<file path="config.mk">
export PLATFORM = sky130hd
export DESIGN_NAME = hyper_front
export DESIGN_NICKNAME = d
export VERILOG_FILES = /design/src/hdl/hyper_cfg_pkg.sv /design/src/hdl/hyper_xfer_pkg.sv /design/src/hdl/hyper_front.sv /design/src/hdl/hyper_resp_gen.sv /design/src/hdl/hyper_cs_timer.sv /design/src/hdl/hyper_addr_decode.sv /design/src/hdl/hyper_cfg_regs.sv
export SDC_FILE = /design/constraint.sdc
export NUM_CORES = 1
export LEC_CHECK = 0
export ABC_CLOCK_PERIOD_IN_PS = 2100
export BUFFER_PORTS_ARGS = -buffer_cell sky130_fd_sc_hd__buf_2
export CORE_MARGIN = 3
export CORE_UTILIZATION = 45
export DETAILED_ROUTE_END_ITERATION = 16
export PLACE_DENSITY = 0.77
export SYNTH_ARGS = -nofsm -noshare
export SYNTH_HDL_FRONTEND = slang
export SYNTH_SLANG_ARGS = --single-unit
</file>
<file path="constraint.sdc">
create_clock -name clk_i -period 2.1 [get_ports clk_i]
set_clock_uncertainty 0.1 [all_clocks]
set_input_delay 0 -clock clk_i [delete_from_list [all_inputs] [get_ports clk_i]]
set_output_delay 0 -clock clk_i [all_outputs]
set_load 0.01 [all_outputs]
</file>
<file path="src/hdl/hyper_cfg_pkg.sv">
/* Register map, reset values and configuration types of the HyperBus front end.
   Imported by the register file, the address decoder and the chip-select timer. */
package hyper_cfg_pkg;

    localparam int unsigned NUM_CHIPS = 2;
    localparam int unsigned NUM_REGS  = 6 + 2 * NUM_CHIPS;
    localparam int unsigned REG_BITS  = $clog2(NUM_REGS);
    localparam int unsigned CHIP_BITS = 1;

    // Latency counter width, doubled 4-bit latency fits
    localparam int unsigned LAT_BITS = 5;

    // Register indices, counted in 32-bit words
    localparam logic [REG_BITS-1:0] REG_LATENCY     = 'd0;
    localparam logic [REG_BITS-1:0] REG_ADD_LATENCY = 'd1;
    localparam logic [REG_BITS-1:0] REG_CS_MAX      = 'd2;
    localparam logic [REG_BITS-1:0] REG_RECOVERY    = 'd3;
    localparam logic [REG_BITS-1:0] REG_DELAY_LINE  = 'd4;
    localparam logic [REG_BITS-1:0] REG_VAR_LATENCY = 'd5;
    localparam logic [REG_BITS-1:0] REG_CHIP_BASE   = 'd6;

    // Default size of one chip window
    localparam logic [31:0] WIN_SIZE = 32'h0040_0000;

    typedef struct packed {
        logic        valid;
        logic        write;
        logic [31:0] addr;
        logic [31:0] wdata;
        logic [3:0]  wstrb;
    } reg_req_t;

    typedef struct packed {
        logic [31:0] rdata;
        logic        ready;
        logic        error;
    } reg_rsp_t;

    typedef struct packed {
        logic [3:0]  t_latency_access;
        logic        en_latency_additional;
        logic [15:0] t_cs_max;
        logic [3:0]  t_read_write_recovery;
        logic [3:0]  t_rwds_delay_line;
        logic [3:0]  t_variable_latency_check;
    } hyper_cfg_t;

    typedef struct packed {
        logic [CHIP_BITS-1:0] idx;
        logic [31:0]          start_addr;
        logic [31:0]          end_addr;
    } chip_rule_t;

    localparam hyper_cfg_t CFG_RST = '{
        t_latency_access:         4'd6,
        en_latency_additional:    1'b1,
        t_cs_max:                 16'd665,
        t_read_write_recovery:    4'd6,
        t_rwds_delay_line:        4'd2,
        t_variable_latency_check: 4'd3
    };

endpackage
</file>
<file path="src/hdl/hyper_xfer_pkg.sv">
/* Types carried along the transfer path from request through decode, execute and result. */
package hyper_xfer_pkg;

    import hyper_cfg_pkg::*;

    // Data phase lasts len+1 cycles
    typedef struct packed {
        logic [31:0] addr;
        logic        write;
        logic [3:0]  len;
    } xfer_req_t;

    // Request after address decode
    typedef struct packed {
        logic [CHIP_BITS-1:0] chip;
        logic                 hit;
        xfer_req_t            req;
    } xfer_cmd_t;

    typedef struct packed {
        logic [CHIP_BITS-1:0] chip;
        logic                 write;
        logic                 error;
    } xfer_rsp_t;

endpackage

</file>
<file path="src/hdl/hyper_front.sv">
/* HyperBus control front end, joins the register file with the decode, execute
   and result stages of the transfer path. */
`timescale 1ns/1ps

module hyper_front import hyper_cfg_pkg::*, hyper_xfer_pkg::*; (
    input  logic                 clk_i,
    input  logic                 rst_n_i,
    input  reg_req_t             reg_req_i,
    input  xfer_req_t            xfer_req_i,
    input  logic                 xfer_req_valid_i,
    input  logic                 xfer_rsp_ready_i,
    output reg_rsp_t             reg_rsp_o,
    output logic                 xfer_req_ready_o,
    output logic [NUM_CHIPS-1:0] cs_n_o,
    output xfer_rsp_t            xfer_rsp_o,
    output logic                 xfer_rsp_valid_o
);

    hyper_cfg_t                 cfg;
    chip_rule_t [NUM_CHIPS-1:0] chip_rules;
    xfer_cmd_t                  cmd;
    logic                       cmd_valid;
    logic                       cmd_ready;
    xfer_cmd_t                  done;
    logic                       done_valid;
    logic                       done_ready;

    hyper_cfg_regs cfg_regs_i (
        .clk_i        (clk_i),
        .rst_n_i      (rst_n_i),
        .reg_req_i    (reg_req_i),
        .reg_rsp_o    (reg_rsp_o),
        .cfg_o        (cfg),
        .chip_rules_o (chip_rules)
    );

    hyper_addr_decode addr_decode_i (
        .clk_i        (clk_i),
        .rst_n_i      (rst_n_i),
        .req_i        (xfer_req_i),
        .req_valid_i  (xfer_req_valid_i),
        .chip_rules_i (chip_rules),
        .cmd_ready_i  (cmd_ready),
        .req_ready_o  (xfer_req_ready_o),
        .cmd_o        (cmd),
        .cmd_valid_o  (cmd_valid)
    );

    hyper_cs_timer cs_timer_i (
        .clk_i       (clk_i),
        .rst_n_i     (rst_n_i),
        .cfg_i       (cfg),
        .cmd_i       (cmd),
        .cmd_valid_i (cmd_valid),
        .rsp_ready_i (done_ready),
        .cmd_ready_o (cmd_ready),
        .cs_n_o      (cs_n_o),
        .rsp_o       (done),
        .rsp_valid_o (done_valid)
    );

    hyper_resp_gen resp_gen_i (
        .clk_i       (clk_i),
        .rst_n_i     (rst_n_i),
        .rsp_i       (done),
        .rsp_valid_i (done_valid),
        .rsp_ready_i (xfer_rsp_ready_i),
        .rsp_ready_o (done_ready),
        .rsp_o       (xfer_rsp_o),
        .rsp_valid_o (xfer_rsp_valid_o)
    );

endmodule

</file>
<file path="src/hdl/hyper_resp_gen.sv">
/* Result stage, a one-entry buffer that turns each finished command into a response. */
`timescale 1ns/1ps

module hyper_resp_gen import hyper_xfer_pkg::*; (
    input  logic      clk_i,
    input  logic      rst_n_i,
    input  xfer_cmd_t rsp_i,
    input  logic      rsp_valid_i,
    input  logic      rsp_ready_i,
    output logic      rsp_ready_o,
    output xfer_rsp_t rsp_o,
    output logic      rsp_valid_o
);

    logic load;

    assign rsp_ready_o = !rsp_valid_o || rsp_ready_i;
    assign load        = rsp_valid_i && rsp_ready_o;

    always_ff @(posedge clk_i) begin
        if (!rst_n_i) begin
            rsp_valid_o <= 1'b0;
        end else if (load) begin
            rsp_valid_o <= 1'b1;
        end else if (rsp_ready_i) begin
            rsp_valid_o <= 1'b0;
        end
    end

    // Unmapped address reports as error
    always_ff @(posedge clk_i) begin
        if (load) begin
            rsp_o.chip  <= rsp_i.chip;
            rsp_o.write <= rsp_i.req.write;
            rsp_o.error <= ~rsp_i.hit;
        end
    end

    a_rsp_stable: assert property (@(posedge clk_i) disable iff (!rst_n_i)
        rsp_valid_o && !rsp_ready_i |=> rsp_valid_o && $stable(rsp_o));

endmodule

</file>
<file path="src/hdl/hyper_cs_timer.sv">
/* Execute stage, times the latency, data and recovery phases of each command.
   Drives the registered chip selects and hands the finished command to the result stage. */
`timescale 1ns/1ps

module hyper_cs_timer import hyper_cfg_pkg::*, hyper_xfer_pkg::*; (
    input  logic                 clk_i,
    input  logic                 rst_n_i,
    input  hyper_cfg_t           cfg_i,
    input  xfer_cmd_t            cmd_i,
    input  logic                 cmd_valid_i,
    input  logic                 rsp_ready_i,
    output logic                 cmd_ready_o,
    output logic [NUM_CHIPS-1:0] cs_n_o,
    output xfer_cmd_t            rsp_o,
    output logic                 rsp_valid_o
);

    typedef enum logic [1:0] {
        ST_IDLE,
        ST_ACCESS,
        ST_HOLD,
        ST_RECOVER
    } state_e;

    state_e              state_q;
    logic [LAT_BITS-1:0] cnt_q;
    logic [3:0]          rec_q;
    xfer_cmd_t           cmd_q;
    logic [LAT_BITS-1:0] lat;
    logic                accept;

    // Additional latency doubles the access latency
    assign lat = cfg_i.en_latency_additional ? {cfg_i.t_latency_access, 1'b0}
                                             : {1'b0, cfg_i.t_latency_access};

    // A new command needs both the FSM and the response slot free
    assign cmd_ready_o = (state_q == ST_IDLE) && (!rsp_valid_o || rsp_ready_i);
    assign accept      = cmd_valid_i && cmd_ready_o;

    always_ff @(posedge clk_i) begin
        if (!rst_n_i) begin
            state_q     <= ST_IDLE;
            cnt_q       <= '0;
            cs_n_o      <= '1;
            rsp_valid_o <= 1'b0;
        end else begin
            if (rsp_valid_o && rsp_ready_i) begin
                rsp_valid_o <= 1'b0;
            end
            case (state_q)
                ST_IDLE: begin
                    if (accept && !cmd_i.hit) begin
                        rsp_valid_o <= 1'b1;
                    end else if (accept) begin
                        cs_n_o <= ~(NUM_CHIPS'(1) << cmd_i.chip);
                        if (lat == '0) begin
                            state_q <= ST_HOLD;
                            cnt_q   <= LAT_BITS'(cmd_i.req.len);
                        end else begin
                            state_q <= ST_ACCESS;
                            cnt_q   <= lat - 1'b1;
                        end
                    end
                end
                ST_ACCESS: begin
                    if (cnt_q == '0) begin
                        state_q <= ST_HOLD;
                        cnt_q   <= LAT_BITS'(cmd_q.req.len);
                    end else begin
                        cnt_q <= cnt_q - 1'b1;
                    end
                end
                ST_HOLD: begin
                    if (cnt_q == '0) begin
                        cs_n_o      <= '1;
                        rsp_valid_o <= 1'b1;
                        if (rec_q == '0) begin
                            state_q <= ST_IDLE;
                        end else begin
                            state_q <= ST_RECOVER;
                            cnt_q   <= LAT_BITS'(rec_q - 4'd1);
                        end
                    end else begin
                        cnt_q <= cnt_q - 1'b1;
                    end
                end
                default: begin
                    // Recovery gap overlaps the pending response
                    if (cnt_q == '0) begin
                        state_q <= ST_IDLE;
                    end else begin
                        cnt_q <= cnt_q - 1'b1;
                    end
                end
            endcase
        end
    end

    always_ff @(posedge clk_i) begin
        if (accept) begin
            cmd_q <= cmd_i;
            rec_q <= cfg_i.t_read_write_recovery;
        end
    end

    assign rsp_o = cmd_q;

    a_cs_onehot: assert property (@(posedge clk_i) disable iff (!rst_n_i)
        $onehot0(~cs_n_o));

endmodule

</file>
<file path="src/hdl/hyper_addr_decode.sv">
/* Decode stage, maps a request address to a chip through the window rules.
   One-entry output register, refilled in the cycle its command is taken. */
`timescale 1ns/1ps

module hyper_addr_decode import hyper_cfg_pkg::*, hyper_xfer_pkg::*; (
    input  logic                       clk_i,
    input  logic                       rst_n_i,
    input  xfer_req_t                  req_i,
    input  logic                       req_valid_i,
    input  chip_rule_t [NUM_CHIPS-1:0] chip_rules_i,
    input  logic                       cmd_ready_i,
    output logic                       req_ready_o,
    output xfer_cmd_t                  cmd_o,
    output logic                       cmd_valid_o
);

    xfer_cmd_t dec;

    // First matching window wins
    always_comb begin
        dec.chip = '0;
        dec.hit  = 1'b0;
        dec.req  = req_i;
        for (int i = 0; i < NUM_CHIPS; i++) begin
            if (!dec.hit && req_i.addr >= chip_rules_i[i].start_addr &&
                    req_i.addr < chip_rules_i[i].end_addr) begin
                dec.hit  = 1'b1;
                dec.chip = chip_rules_i[i].idx;
            end
        end
    end

    assign req_ready_o = !cmd_valid_o || cmd_ready_i;

    always_ff @(posedge clk_i) begin
        if (!rst_n_i) begin
            cmd_valid_o <= 1'b0;
        end else if (req_valid_i && req_ready_o) begin
            cmd_valid_o <= 1'b1;
        end else if (cmd_ready_i) begin
            cmd_valid_o <= 1'b0;
        end
    end

    always_ff @(posedge clk_i) begin
        if (req_valid_i && req_ready_o) begin
            cmd_o <= dec;
        end
    end

    a_cmd_stable: assert property (@(posedge clk_i) disable iff (!rst_n_i)
        cmd_valid_o && !cmd_ready_i |=> cmd_valid_o && $stable(cmd_o));

endmodule

</file>
<file path="src/hdl/hyper_cfg_regs.sv">
/* Timing and chip window registers behind the 32-bit register bus.
   Reads are combinational, writes land at the next clock edge under the byte strobes. */
`timescale 1ns/1ps

module hyper_cfg_regs import hyper_cfg_pkg::*; (
    input  logic                         clk_i,
    input  logic                         rst_n_i,
    input  reg_req_t                     reg_req_i,
    output reg_rsp_t                     reg_rsp_o,
    output hyper_cfg_t                   cfg_o,
    output chip_rule_t [NUM_CHIPS-1:0]   chip_rules_o
);

    hyper_cfg_t                      cfg_q;
    // Per chip, word 0 is the start and word 1 the exclusive end
    logic [NUM_CHIPS-1:0][1:0][31:0] win_q;

    logic [29:0]         reg_idx;
    logic [REG_BITS-1:0] sel;
    logic [REG_BITS-1:0] chip_off;
    logic                mapped;
    logic                wr_en;
    logic [31:0]         wmask;
    logic [31:0]         cur;
    logic [31:0]         wnew;

    assign reg_idx  = reg_req_i.addr[31:2];
    assign mapped   = reg_idx < 30'(NUM_REGS);
    assign sel      = reg_idx[REG_BITS-1:0];
    assign chip_off = sel - REG_CHIP_BASE;
    assign wr_en    = reg_req_i.valid & reg_req_i.write & mapped;

    assign wmask = {{8{reg_req_i.wstrb[3]}}, {8{reg_req_i.wstrb[2]}},
                    {8{reg_req_i.wstrb[1]}}, {8{reg_req_i.wstrb[0]}}};

    // Current word of the selected register
    always_comb begin
        case (sel)
            REG_LATENCY:     cur = 32'(cfg_q.t_latency_access);
            REG_ADD_LATENCY: cur = 32'(cfg_q.en_latency_additional);
            REG_CS_MAX:      cur = 32'(cfg_q.t_cs_max);
            REG_RECOVERY:    cur = 32'(cfg_q.t_read_write_recovery);
            REG_DELAY_LINE:  cur = 32'(cfg_q.t_rwds_delay_line);
            REG_VAR_LATENCY: cur = 32'(cfg_q.t_variable_latency_check);
            default:         cur = win_q[chip_off[CHIP_BITS:1]][chip_off[0]];
        endcase
    end

    assign wnew = (cur & ~wmask) | (reg_req_i.wdata & wmask);

    assign reg_rsp_o.rdata = mapped ? cur : 32'h0;
    assign reg_rsp_o.ready = 1'b1;
    assign reg_rsp_o.error = reg_req_i.valid & ~mapped;

    always_ff @(posedge clk_i) begin
        if (!rst_n_i) begin
            cfg_q <= CFG_RST;
            for (int i = 0; i < NUM_CHIPS; i++) begin
                win_q[i][0] <= WIN_SIZE * i;
                win_q[i][1] <= WIN_SIZE * (i + 1);
            end
        end else if (wr_en) begin
            case (sel)
                REG_LATENCY:     cfg_q.t_latency_access         <= wnew[3:0];
                REG_ADD_LATENCY: cfg_q.en_latency_additional    <= wnew[0];
                REG_CS_MAX:      cfg_q.t_cs_max                 <= wnew[15:0];
                REG_RECOVERY:    cfg_q.t_read_write_recovery    <= wnew[3:0];
                REG_DELAY_LINE:  cfg_q.t_rwds_delay_line        <= wnew[3:0];
                REG_VAR_LATENCY: cfg_q.t_variable_latency_check <= wnew[3:0];
                default:         win_q[chip_off[CHIP_BITS:1]][chip_off[0]] <= wnew;
            endcase
        end
    end

    assign cfg_o = cfg_q;

    for (genvar i = 0; i < NUM_CHIPS; i++) begin : gen_rules
        assign chip_rules_o[i].idx        = CHIP_BITS'(i);
        assign chip_rules_o[i].start_addr = win_q[i][0];
        assign chip_rules_o[i].end_addr   = win_q[i][1];
    end

    // A rejected write must leave every register untouched
    a_err_no_write: assert property (@(posedge clk_i) disable iff (!rst_n_i)
        reg_rsp_o.error && reg_req_i.write |=> $stable(cfg_q) && $stable(win_q));

endmodule

</file>
Word level (Yosys, flattened, before mapping)
Index checks and enable logic that the tools add are counted.
Cells by class
  $add $sub $neg: 4
  order comparisons: 9
  eq/ne operators: 13
  shift operators: 1
  multiplexer cells: 41
  bitwise operators: 11
  reduce and logical (&&, ||, !) cells: 38
Operators with widths (number)
  2-to-1 mux 64 bit: 3
  case mux 32 bit (6 select lines): 1
  bitwise mux 128 bit: 1
  2-to-1 mux 32 bit: 4
  AND 32 bit: 2
  demux 64 bit (select 1 bit): 1
  greater-or-equal comparator 32 bit: 2
  < comparator 32 bit: 2
  2-to-1 mux 5 bit: 8
  demux 32 bit (select 1 bit): 1
  inverter 32 bit: 1
  OR 32 bit: 1
  < comparator 30 x 4 -> 1 bit, second input constant: 1
  2-to-1 mux 2 bit: 10
  case mux 5 bit (3 select lines): 1
  AND reduction 2 bit: 7
  logical AND 1 bit: 10
  logical NOT 5 bit: 2
  subtractor 5 x 1 -> 5 bit, second input constant: 2
  equality test 4 x 2 -> 1 bit, second input constant: 2
  equality test 4 x 3 -> 1 bit, second input constant: 2
  logical NOT 4 bit: 2
  2-to-1 mux 1 bit: 8
  AND reduction 4 bit: 2
  24 further kinds: 41
Word-level totals
  flip-flop bits (word level): 194
  input bits: 111
  output and inout bits: 41
  logic and storage cells: 145

Logic depth before layout (Yosys ltp)
Gate-level depths: netlist of run 1.
  depth in word-level cells: 9
  depth in mapped cells: 11
  mapped depth without buffers: 10

Cells and area by module
From an unflattened synthesis of run 1, not the netlist that was laid out.
Second synthesis, totals
  cell total of the unflattened synthesis: 1551
  area total of the unflattened synthesis: 14724.1 um^2
By module, submodules not included
  hyper_cfg_regs: instances 1, cells each 891, area each 7925.1 um^2, sequential area each 3223.1 um^2
  hyper_addr_decode: instances 1, cells each 478, area each 4340.4 um^2, sequential area each 1191.1 um^2
  hyper_cs_timer: instances 1, cells each 173, area each 2307.2 um^2, sequential area each 1491.4 um^2
  hyper_resp_gen: instances 1, cells each 9, area each 151.4 um^2, sequential area each 110.1 um^2

Worst setup path after synthesis of run 1
Ideal clock, no wire load.
  path type: reg-to-reg
  from: register cfg_regs_i.cfg_q, in the netlist cfg_regs_i.cfg_o[28]
  to: register cs_timer_i.cnt_q[0]
  setup time: 128 ps
  data arrival time: 2043 ps
  required time: 1872 ps
  setup slack: -171 ps
  cell stages (with the launch flop): 11
  buffers on the path: 1
  period minus slack after synthesis: 2271 ps
  cells stage by stage: dfxtp_1 clkbuf_1 mux2i_1 ha_1 nand2b_1 a211o_1 mux2_2 a22oi_1 o21ai_0 a21oi_1 nor2_1
On the way
  cells in the longest elaborated chain, start to end: 6
  elaborated cells between the ends (all ways): 7
  those cells by class: 1 x add/sub; 5 x mux; 1 x reduce/logical
Ends and longest elaborated chain
  start: declaration: line hyper_cfg_regs.sv:14  | hyper_cfg_t cfg_q;
  2-to-1 mux 5 bit (*): line hyper_cs_timer.sv:33  | assign lat = cfg_i.en_latency_additional ? {cfg_i.t_latency_access, 1'b0}
  subtractor 5 x 1 -> 5 bit / logical NOT 5 bit (equally long branches): line hyper_cs_timer.sv:61, hyper_cs_timer.sv:56
  2-to-1 mux 5 bit (*): line hyper_cs_timer.sv:56  | if (lat == '0) begin
  2-to-1 mux 5 bit (*): line hyper_cs_timer.sv:54  | end else if (accept) begin
  2-to-1 mux 5 bit (*): line hyper_cs_timer.sv:52  | if (accept && !cmd_i.hit) begin
  case mux 5 bit (3 select lines) (*): line hyper_cs_timer.sv:50  | case (state_q)
  end signal: assignment: line hyper_cs_timer.sv:58  | cnt_q <= LAT_BITS'(cmd_i.req.len);
  end signal: assignment: line hyper_cs_timer.sv:61  | cnt_q <= lat - 1'b1;
  end signal: assignment: line hyper_cs_timer.sv:68  | cnt_q <= LAT_BITS'(cmd_q.req.len);
  end: declaration: line hyper_cs_timer.sv:26  | logic [LAT_BITS-1:0] cnt_q;
Mark *: on every way between the ends. The rest lies on a longest branch, timed or not. The select of a mux whose other input is x is not followed.
A chain may end at the register's enable or synchronous reset.

Worst setup path after layout of run 1
  from: register cfg_regs_i.win_q, in the netlist cfg_regs_i.chip_rules_o[34]
  to: register addr_decode_i.cmd_o[37] (netlist bit), data pin
On the way
  cells in the longest elaborated chain, start to end: 6
Ends and longest elaborated chain
  start: declaration: line hyper_cfg_regs.sv:16  | logic [NUM_CHIPS-1:0][1:0][31:0] win_q;
  start signal: indexed assignment: line hyper_cfg_regs.sv:59  | win_q[i][0] <= WIN_SIZE * i;
  start signal: indexed assignment: line hyper_cfg_regs.sv:60  | win_q[i][1] <= WIN_SIZE * (i + 1);
  start signal: indexed assignment: line hyper_cfg_regs.sv:70  | default: win_q[chip_off[CHIP_BITS:1]][chip_off[0]] <= wnew;
  greater-or-equal comparator 32 bit (*): line hyper_addr_decode.sv:25  | if (!dec.hit && req_i.addr >= chip_rules_i[i].start_addr &&
  logical AND 1 bit (*): line hyper_addr_decode.sv:25
  2-to-1 mux 1 bit (*): line hyper_addr_decode.sv:25
  logical NOT 1 bit: line hyper_addr_decode.sv:25
  logical AND 1 bit (2 in a row): line hyper_addr_decode.sv:25
  end signal: assignment: line hyper_addr_decode.sv:47  | cmd_o <= dec;
  end: declaration: line hyper_addr_decode.sv:13  | output xfer_cmd_t cmd_o,
Mark *: on every way between the ends. The rest lies on a longest branch, timed or not.

==> reports/metrics.cfg, run 1 <==
[clocking]
clk_latency_ps=440
clkSinkCount=194
clk_pin_slew_worst_paths_ps=70
root_buffer=clkbuf_16
cts_tree=built
cts_max_path_buffers=2
h-tree-depth=4
cts_made_buffers=17

[place]
io_buffers=148
gp_congestion=0.9331
place_inst=1966
dp_hpwl_mm=27.07

[sta]
worst_slew_pin_slew_ps=680.2
fin_crit_sh=1.120
slew_violations=0
setup_slack_ps=-251.1
maxSlewHeadroom=0.5336
grt_setup_unrepaired=yes
fmax_mhz=425.3
hold_viol=0
final-setup-viol-count=5
period_needed_ps=2351

[power]
p_switching_mw=2.737
seq_power_share=0.425
p_leak_nw=6.076
pwr-share-comb=0.214
vdd_drop_max_mv=0.6143
p_int_mw=6.548
p_total_mw=9.285
clkPwrFrac=0.361
swShare=0.2948
p_per_area_mw_per_mm2=608.5

[die]
ios=152
die_x_um=171.0
rows=59
core_mm2=0.02643
die_h_um=171.0
die-area_mm2=0.02926
start_util=0.4638

[yosys]
ys_ff_latch=194
synth.cell_area_mm2=0.01226
async_flop_share=0
synth_cell_type_count=70
yosys_warnings=0
synth_edf_count=21
ys_seq_area_frac=0.3340
syn-num-nets=1685
synthTopCellsByArea=dfxtp_1 28%, ha_1 14%, nand2_1 6.0%, a21oi_1 5.5%, mux4_2 5.5%
yosysTopAreaCellShare=0.2825
yosysTopAreaCell=dfxtp_1
syn_inst=1441
avgSynthCellArea_um2=8.507
synthFlopType=dfxtp_1

[cells_and_area]
syn2layout_area_growth_pct=24.49
layout.cells.non_filler=2034
drive_above_1_share=0.2496
nets=1930
diodes=0
fillers=2215

[grt]
grt_pass1_wl_mm=59.17
grt.total_usage=0.2525
first_global_vias=11900
grt_start_max_net_pins=82
antenna_found_initial=0
grt_remaining_overflow=0

[worst_setup_path]
critPathRequiredTime_ps=2200
worstPathMaxFanout=2
cp_top_family=compound AO/OA/AOI/OAI gates
crit_arrival_ps=2450
crit_chain=inv_1 > ha_1 > a211oi_1 > o21ai_0 > a21oi_1 > nor4_2 > nor3_1 > a211oi_1 > a21o_1
cp_slowest_stage_delay_ps=350
worstSetupPathType=reg -> reg
cpMaxStageDelayCell=a21oi_1
r2r_cells=9
cp.depth=9
crit_path_frequent_cell=a211oi_1
path_buf_inv=1
start_kind=flop
critPathCaptureType=flop

[route]
drt_iter0_drc=1037
vias=11800
drc=0
drtAntennaViolNets=0
routed_via_density=5.801
first_pass_iters=5
avgRoutedWirePerCell_um=18.24
wirelength_mm=37.11

[status]
status=finished, violations left
violations=setup timing

[job]
cap_violations=0

[worst_hold_path]
hold_depth=5
hp-class=in -> reg

## logic make-up (layout without fill, tap and decap cells)
group	after synthesis	after routing	synth area share
multiplexers	71	71	0.08911
buffers and inverters	231	489	0.07860
adder cells (fa/ha/maj)	133	133	0.1358
AND/OR/NAND/NOR	441	441	0.1630
XOR/XNOR	3	3	0.002144
flip-flops	194	194	0.3340
other	1	1	0.0003059
AO/OA/AOI/OAI	367	367	0.1971
## per-stage QoR
stage                 util  area (um2)  hold WS [ps]  worst slack (ps)  setup TNS, ps
floorplan                -       12270        -1.131            -11.90         -11.90
global placement    0.5357       14160         78.84            -258.3         -13490
detailed placement  0.5357       14160         78.73            -296.4         -16630
CTS                 0.5731       15150         1.475            -211.3         -485.9
global route        0.5774       15260         36.11            -358.2          -1236
finish              0.5774       15260         12.83            -251.1         -535.5
## path summary, 6_finish.rpt
check	start	to	slack, ps
setup / recovery	cfg_regs_i.chip_rules_o[34]	addr_decode_i.cmd_o[37]	-250
setup reg to reg	cfg_regs_i.chip_rules_o[34]	addr_decode_i.cmd_o[37]	-250
hold / removal	reg_req_i[31]	cfg_regs_i.chip_rules_o[59]	10
hold reg to reg	cs_timer_i.rsp_o[4]	resp_gen_i.rsp_o[1]	320
## placed cells by master, fill, tap and decap left out, types with 30 or more instances in the layout
cell / synthesis / final
mux4_2: 30 / 30
buf_4: 4 / 110
a211oi_1: 40 / 38
a211oi_2: 30 / 32
nor2_1: 141 / 138
nand2_1: 195 / 195
a21oi_1: 135 / 132
inv_1: 149 / 146
mux2i_1: 36 / 34
dlygate4sd3_1: 0 / 32
buf_2: 23 / 148
dfxtp_1: 173 / 168
ha_1: 133 / 129
o21ai_0: 70 / 65
## worst min-delay path, cell delays in order
cell and delay [ps]:
buf_2 100, nand2_1 50, o21ai_0 170, nor2_1 140, a211oi_1 50
## cell type report
cell class / count / area [um2] / share of cell area
Multi-Input combinational cell: 1016 / 7366 / 0.4827
Tap cell: 335 / 419.2 / 0.02747
Timing Repair Buffer: 307 / 2210 / 0.1448
Clock buffer: 21 / 481.7 / 0.03157
Clock inverter: 11 / 115.1 / 0.007543
Inverter: 150 / 565.5 / 0.03706
Sequential cell: 194 / 4103 / 0.2689
## timing repair
| item | CTS | global route |
|---|---|---|
| buffers inserted | 1 | 2 |
| hold buffers | 32 | 0 |
| gates cloned | 0 | 1 |
| hold endpoints to repair | 101 | 0 |
| pin swaps | 11 | 12 |
| setup endpoints to repair | 37 | 18 |
| gates resized for setup | 23 | 26 |
## cells in the mapped netlist (4+ instances only)
cell,instances
a21o_1,19
a211oi_2,30
nand2b_1,6
nand2_1,195
a221oi_1,5
buf_4,4
nand3_1,12
o21a_1,5
a211o_1,5
a211oi_1,40
buf_2,23
edfxtp_1,21
nor2_1,141
o211ai_1,10
mux2i_1,36
clkbuf_1,42
a21oi_1,135
nor3_1,16
nor4_1,6
dfxtp_1,173
nor2b_1,12
a31oi_1,10
mux2_2,5
nand4_1,21
inv_1,149
a22oi_1,15
mux4_2,30
buf_6,7
ha_1,133
buf_1,5
o21ai_0,70
## state kept, by name, indices dropped and copies added, names as in the netlist
signal,count
cs_timer_i.rsp_valid_o,1
cs_timer_i.state_q,2
addr_decode_i.cmd_valid_o,1
cfg_regs_i.cfg_o,33
addr_decode_i.cmd_o,7
cfg_regs_i.chip_rules_o,128
cs_timer_i.rec_q,4
cs_timer_i.cs_n_o,2
resp_gen_i.rsp_o,3
resp_gen_i.rsp_valid_o,1
cs_timer_i.rsp_o,7
cs_timer_i.cnt_q,5
## metal layers
| layer | routed length (um) | GRT usage | part of all wire | vias up |
|---|---|---|---|---|
| li1 | - | - | - | 5557 |
| met1 | 15380 | 0.3114 | 0.41 | 5610 |
| met2 | 17890 | 0.4379 | 0.48 | 523 |
| met3 | 2569 | 0.04413 | 0.069 | 109 |
| met4 | 1268 | 0.1018 | 0.034 | 0 |
| met5 | 0 | 0 | 0 | - |
## power groups by stage
stage          combinational [mW]  clock (mW)  sequential (mW)
2_1_floorplan                1.07           0             4.01
3_3_place_gp                 1.64           0             4.01
3_5_place_dp                 1.68           0             4.02
4_1_cts                      1.78        3.37             3.93
5_1_grt                      2.18        3.52             3.96
6_report                     1.99        3.35             3.95
No activity file was read; power rests on OpenSTA's default activity.
==> run 2, diff against run 1 <==
ABC_CLOCK_PERIOD_IN_PS = 2800   (was 2100)
PLACE_DENSITY = 0.74   (was 0.77)
clock period = 2.8 ns   (was 2.1 ns; I/O delays follow)
==> reports/metrics.cfg, run 2 (same netlist as run 1, synthesis figures left out) <==
[worst_setup_path]
critPathRequiredTime_ps=2970  ; was 2200 ps
worstPathMaxFanout=3  ; was 2
crit_arrival_ps=2840  ; was 2450 ps
critPathCaptureType=flop  ; unchanged
worstSetupPathType=reg -> reg  ; unchanged
start_kind=flop  ; unchanged

[power]
vdd_drop_max_mv=0.3610  ; was 0.6143 mV
p_leak_nw=5.456  ; was 6.076 nW
p_total_mw=6.921  ; was 9.285 mW
p_per_area_mw_per_mm2=489.7  ; was 608.5 mW/mm2

[cells_and_area]
syn2layout_area_growth_pct=15.30  ; was 24.49%
multi_input_area_mm2=0.007217  ; was 0.007366 mm2
final_common_cell=nand2_1  ; unchanged
fillers=2473  ; was 2215
diodes=0  ; unchanged
layout.cells.non_filler=1921  ; was 2034
utilization=0.5348  ; was 0.5774
final_cell_mix=195 x nand2_1, 173 x dfxtp_1, 149 x inv_1  ; was 195 x nand2_1, 168 x dfxtp_1, 148 x buf_2
drive_above_1_share=0.1828  ; was 0.2496
largest_reg_flops=128  ; unchanged
ff_latch_area_mm2=0.004094  ; was 0.004103 mm2
nets=1817  ; was 1930

[sta]
fmax_mhz=374.6  ; was 425.3 MHz
fin_crit_sh=0.9535  ; was 1.120
final-setup-viol-count=0  ; was 5
maxSlewHeadroom=0.3760  ; was 0.5336
grt_setup_unrepaired=no  ; was yes
worst_slew_pin_slew_ps=909.9  ; was 680.2 ps
setup_slack_ps=130.2  ; was -251.1 ps
period_needed_ps=2670  ; was 2351 ps
slew_violations=0  ; unchanged
hold_viol=0  ; unchanged
fin_tns_setup_ps=0  ; was -535.5 ps

[route]
first_pass_iters=5  ; unchanged
drc=0  ; unchanged
drtAntennaViolNets=0  ; unchanged
vias=10990  ; was 11.80k
routed_via_density=5.718  ; was 5.801
wirelength_mm=34.33  ; was 37.11 mm
avgRoutedWirePerCell_um=17.87  ; was 18.24 um
drt_iter0_drc=730  ; was 1037

[place]
io_buffers=148  ; unchanged
dp_hpwl_mm=24.76  ; was 27.07 mm
dpl_worst_slack_ps=222.0  ; was -296.4 ps
place_inst=1866  ; was 1966
gp_congestion=0.8933  ; was 0.9331

[die]
die_h_um=171.0  ; unchanged
ios=152  ; unchanged
die-area_mm2=0.02926  ; unchanged
rows=59  ; unchanged
start_util=0.4638  ; unchanged
die_x_um=171.0  ; unchanged
core_mm2=0.02643  ; unchanged

[clocking]
h-tree-depth=4  ; unchanged
clkSinkCount=194  ; unchanged
cts_made_buffers=17  ; unchanged
clk_pin_slew_worst_paths_ps=80  ; was 70 ps
clk_latency_ps=430  ; was 440 ps
cts_tree=built  ; unchanged
cts_max_path_buffers=2  ; unchanged
root_buffer=clkbuf_16  ; unchanged

[job]
cap_violations=0  ; unchanged

[grt]
antenna_found_initial=0  ; unchanged
grt_pass1_wl_mm=54.60  ; was 59.17 mm
grt.total_usage=0.2336  ; was 0.2525
grt_remaining_overflow=0  ; unchanged
grt_start_max_net_pins=72  ; was 82
first_global_vias=10720  ; was 11.90k

[status]
status=finished clean  ; was finished, violations left

[worst_hold_path]
hp-class=in -> reg  ; unchanged

## run 2: cell types whose count changed in the layout (fill, tap and decap cells not counted), sizes merged
cell	previous run	this run
buf	274	171
dlygate4sd3	32	23
bufinv	1	5
inv	156	153
clkbuf	21	20
clkdlybuf4s15	1	0
## run 2: final cells by class
cell class,instances,share of cell area
inverters,150,0.04001
multi-input cells,1016,0.5106
well taps,335,0.02966
flip-flops and latches,194,0.2897
repair buffers,194,0.08357
clock buffers,20,0.03231
clock inverters,12,0.01416
## run 2: per-layer routing
layer / global-route usage / part of all wire
met1: 0.3046 / 0.44
met2: 0.4001 / 0.48
met3: 0.03581 / 0.063
met4: 0.07243 / 0.024
met5: 0 / 0
## run 2: metrics by stage
| step | instance area, um2 | hold slack, ps |
|---|---|---|
| floorplan | 12260 | -1.131 |
| finish | 14130 | 20.01 |
| detailed placement | 13250 | 78.46 |
| global route | 14130 | 47.56 |
| global placement | 13250 | 79.02 |
| CTS | 14130 | 7.435 |
## run 2: what timing repair did
item                                    CTS  global route
gates resized for setup                   0             0
setup buffers                             0             0
endpoints found under the setup margin    0             0
hold buffers                             23             0
hold endpoints to repair                 87             0
## run 2: worst max-delay path, stage by stage (launching register included)
cell,delay (ps)
dfxtp_1,330
inv_1,70
ha_1,320
nand4_1,240
a211o_1,350
a31oi_1,290
o311ai_0,240
a211oi_1,360
a21boi_0,210
## run 2: power breakdown
part	internal [mW]	leakage, nW	switching [mW]	total (mW)
combinational	0.492	3.55	0.732	1.22
clock	1.64	0.321	1.11	2.75
sequential	2.89	1.59	0.0553	2.95
## run 2: final timing paths
path | start | to | cells past startpoint | slack [ps]
hold reg to reg | cs_timer_i.rsp_o[38] | resp_gen_i.rsp_o[2] | 0 | 330
setup reg to reg | cfg_regs_i.chip_rules_o[116] | addr_decode_i.cmd_o[38] | 8 | 130
hold / removal | reg_req_i[27] | cfg_regs_i.chip_rules_o[88] | 5 | 20
setup / recovery | cfg_regs_i.chip_rules_o[116] | addr_decode_i.cmd_o[38] | 8 | 130
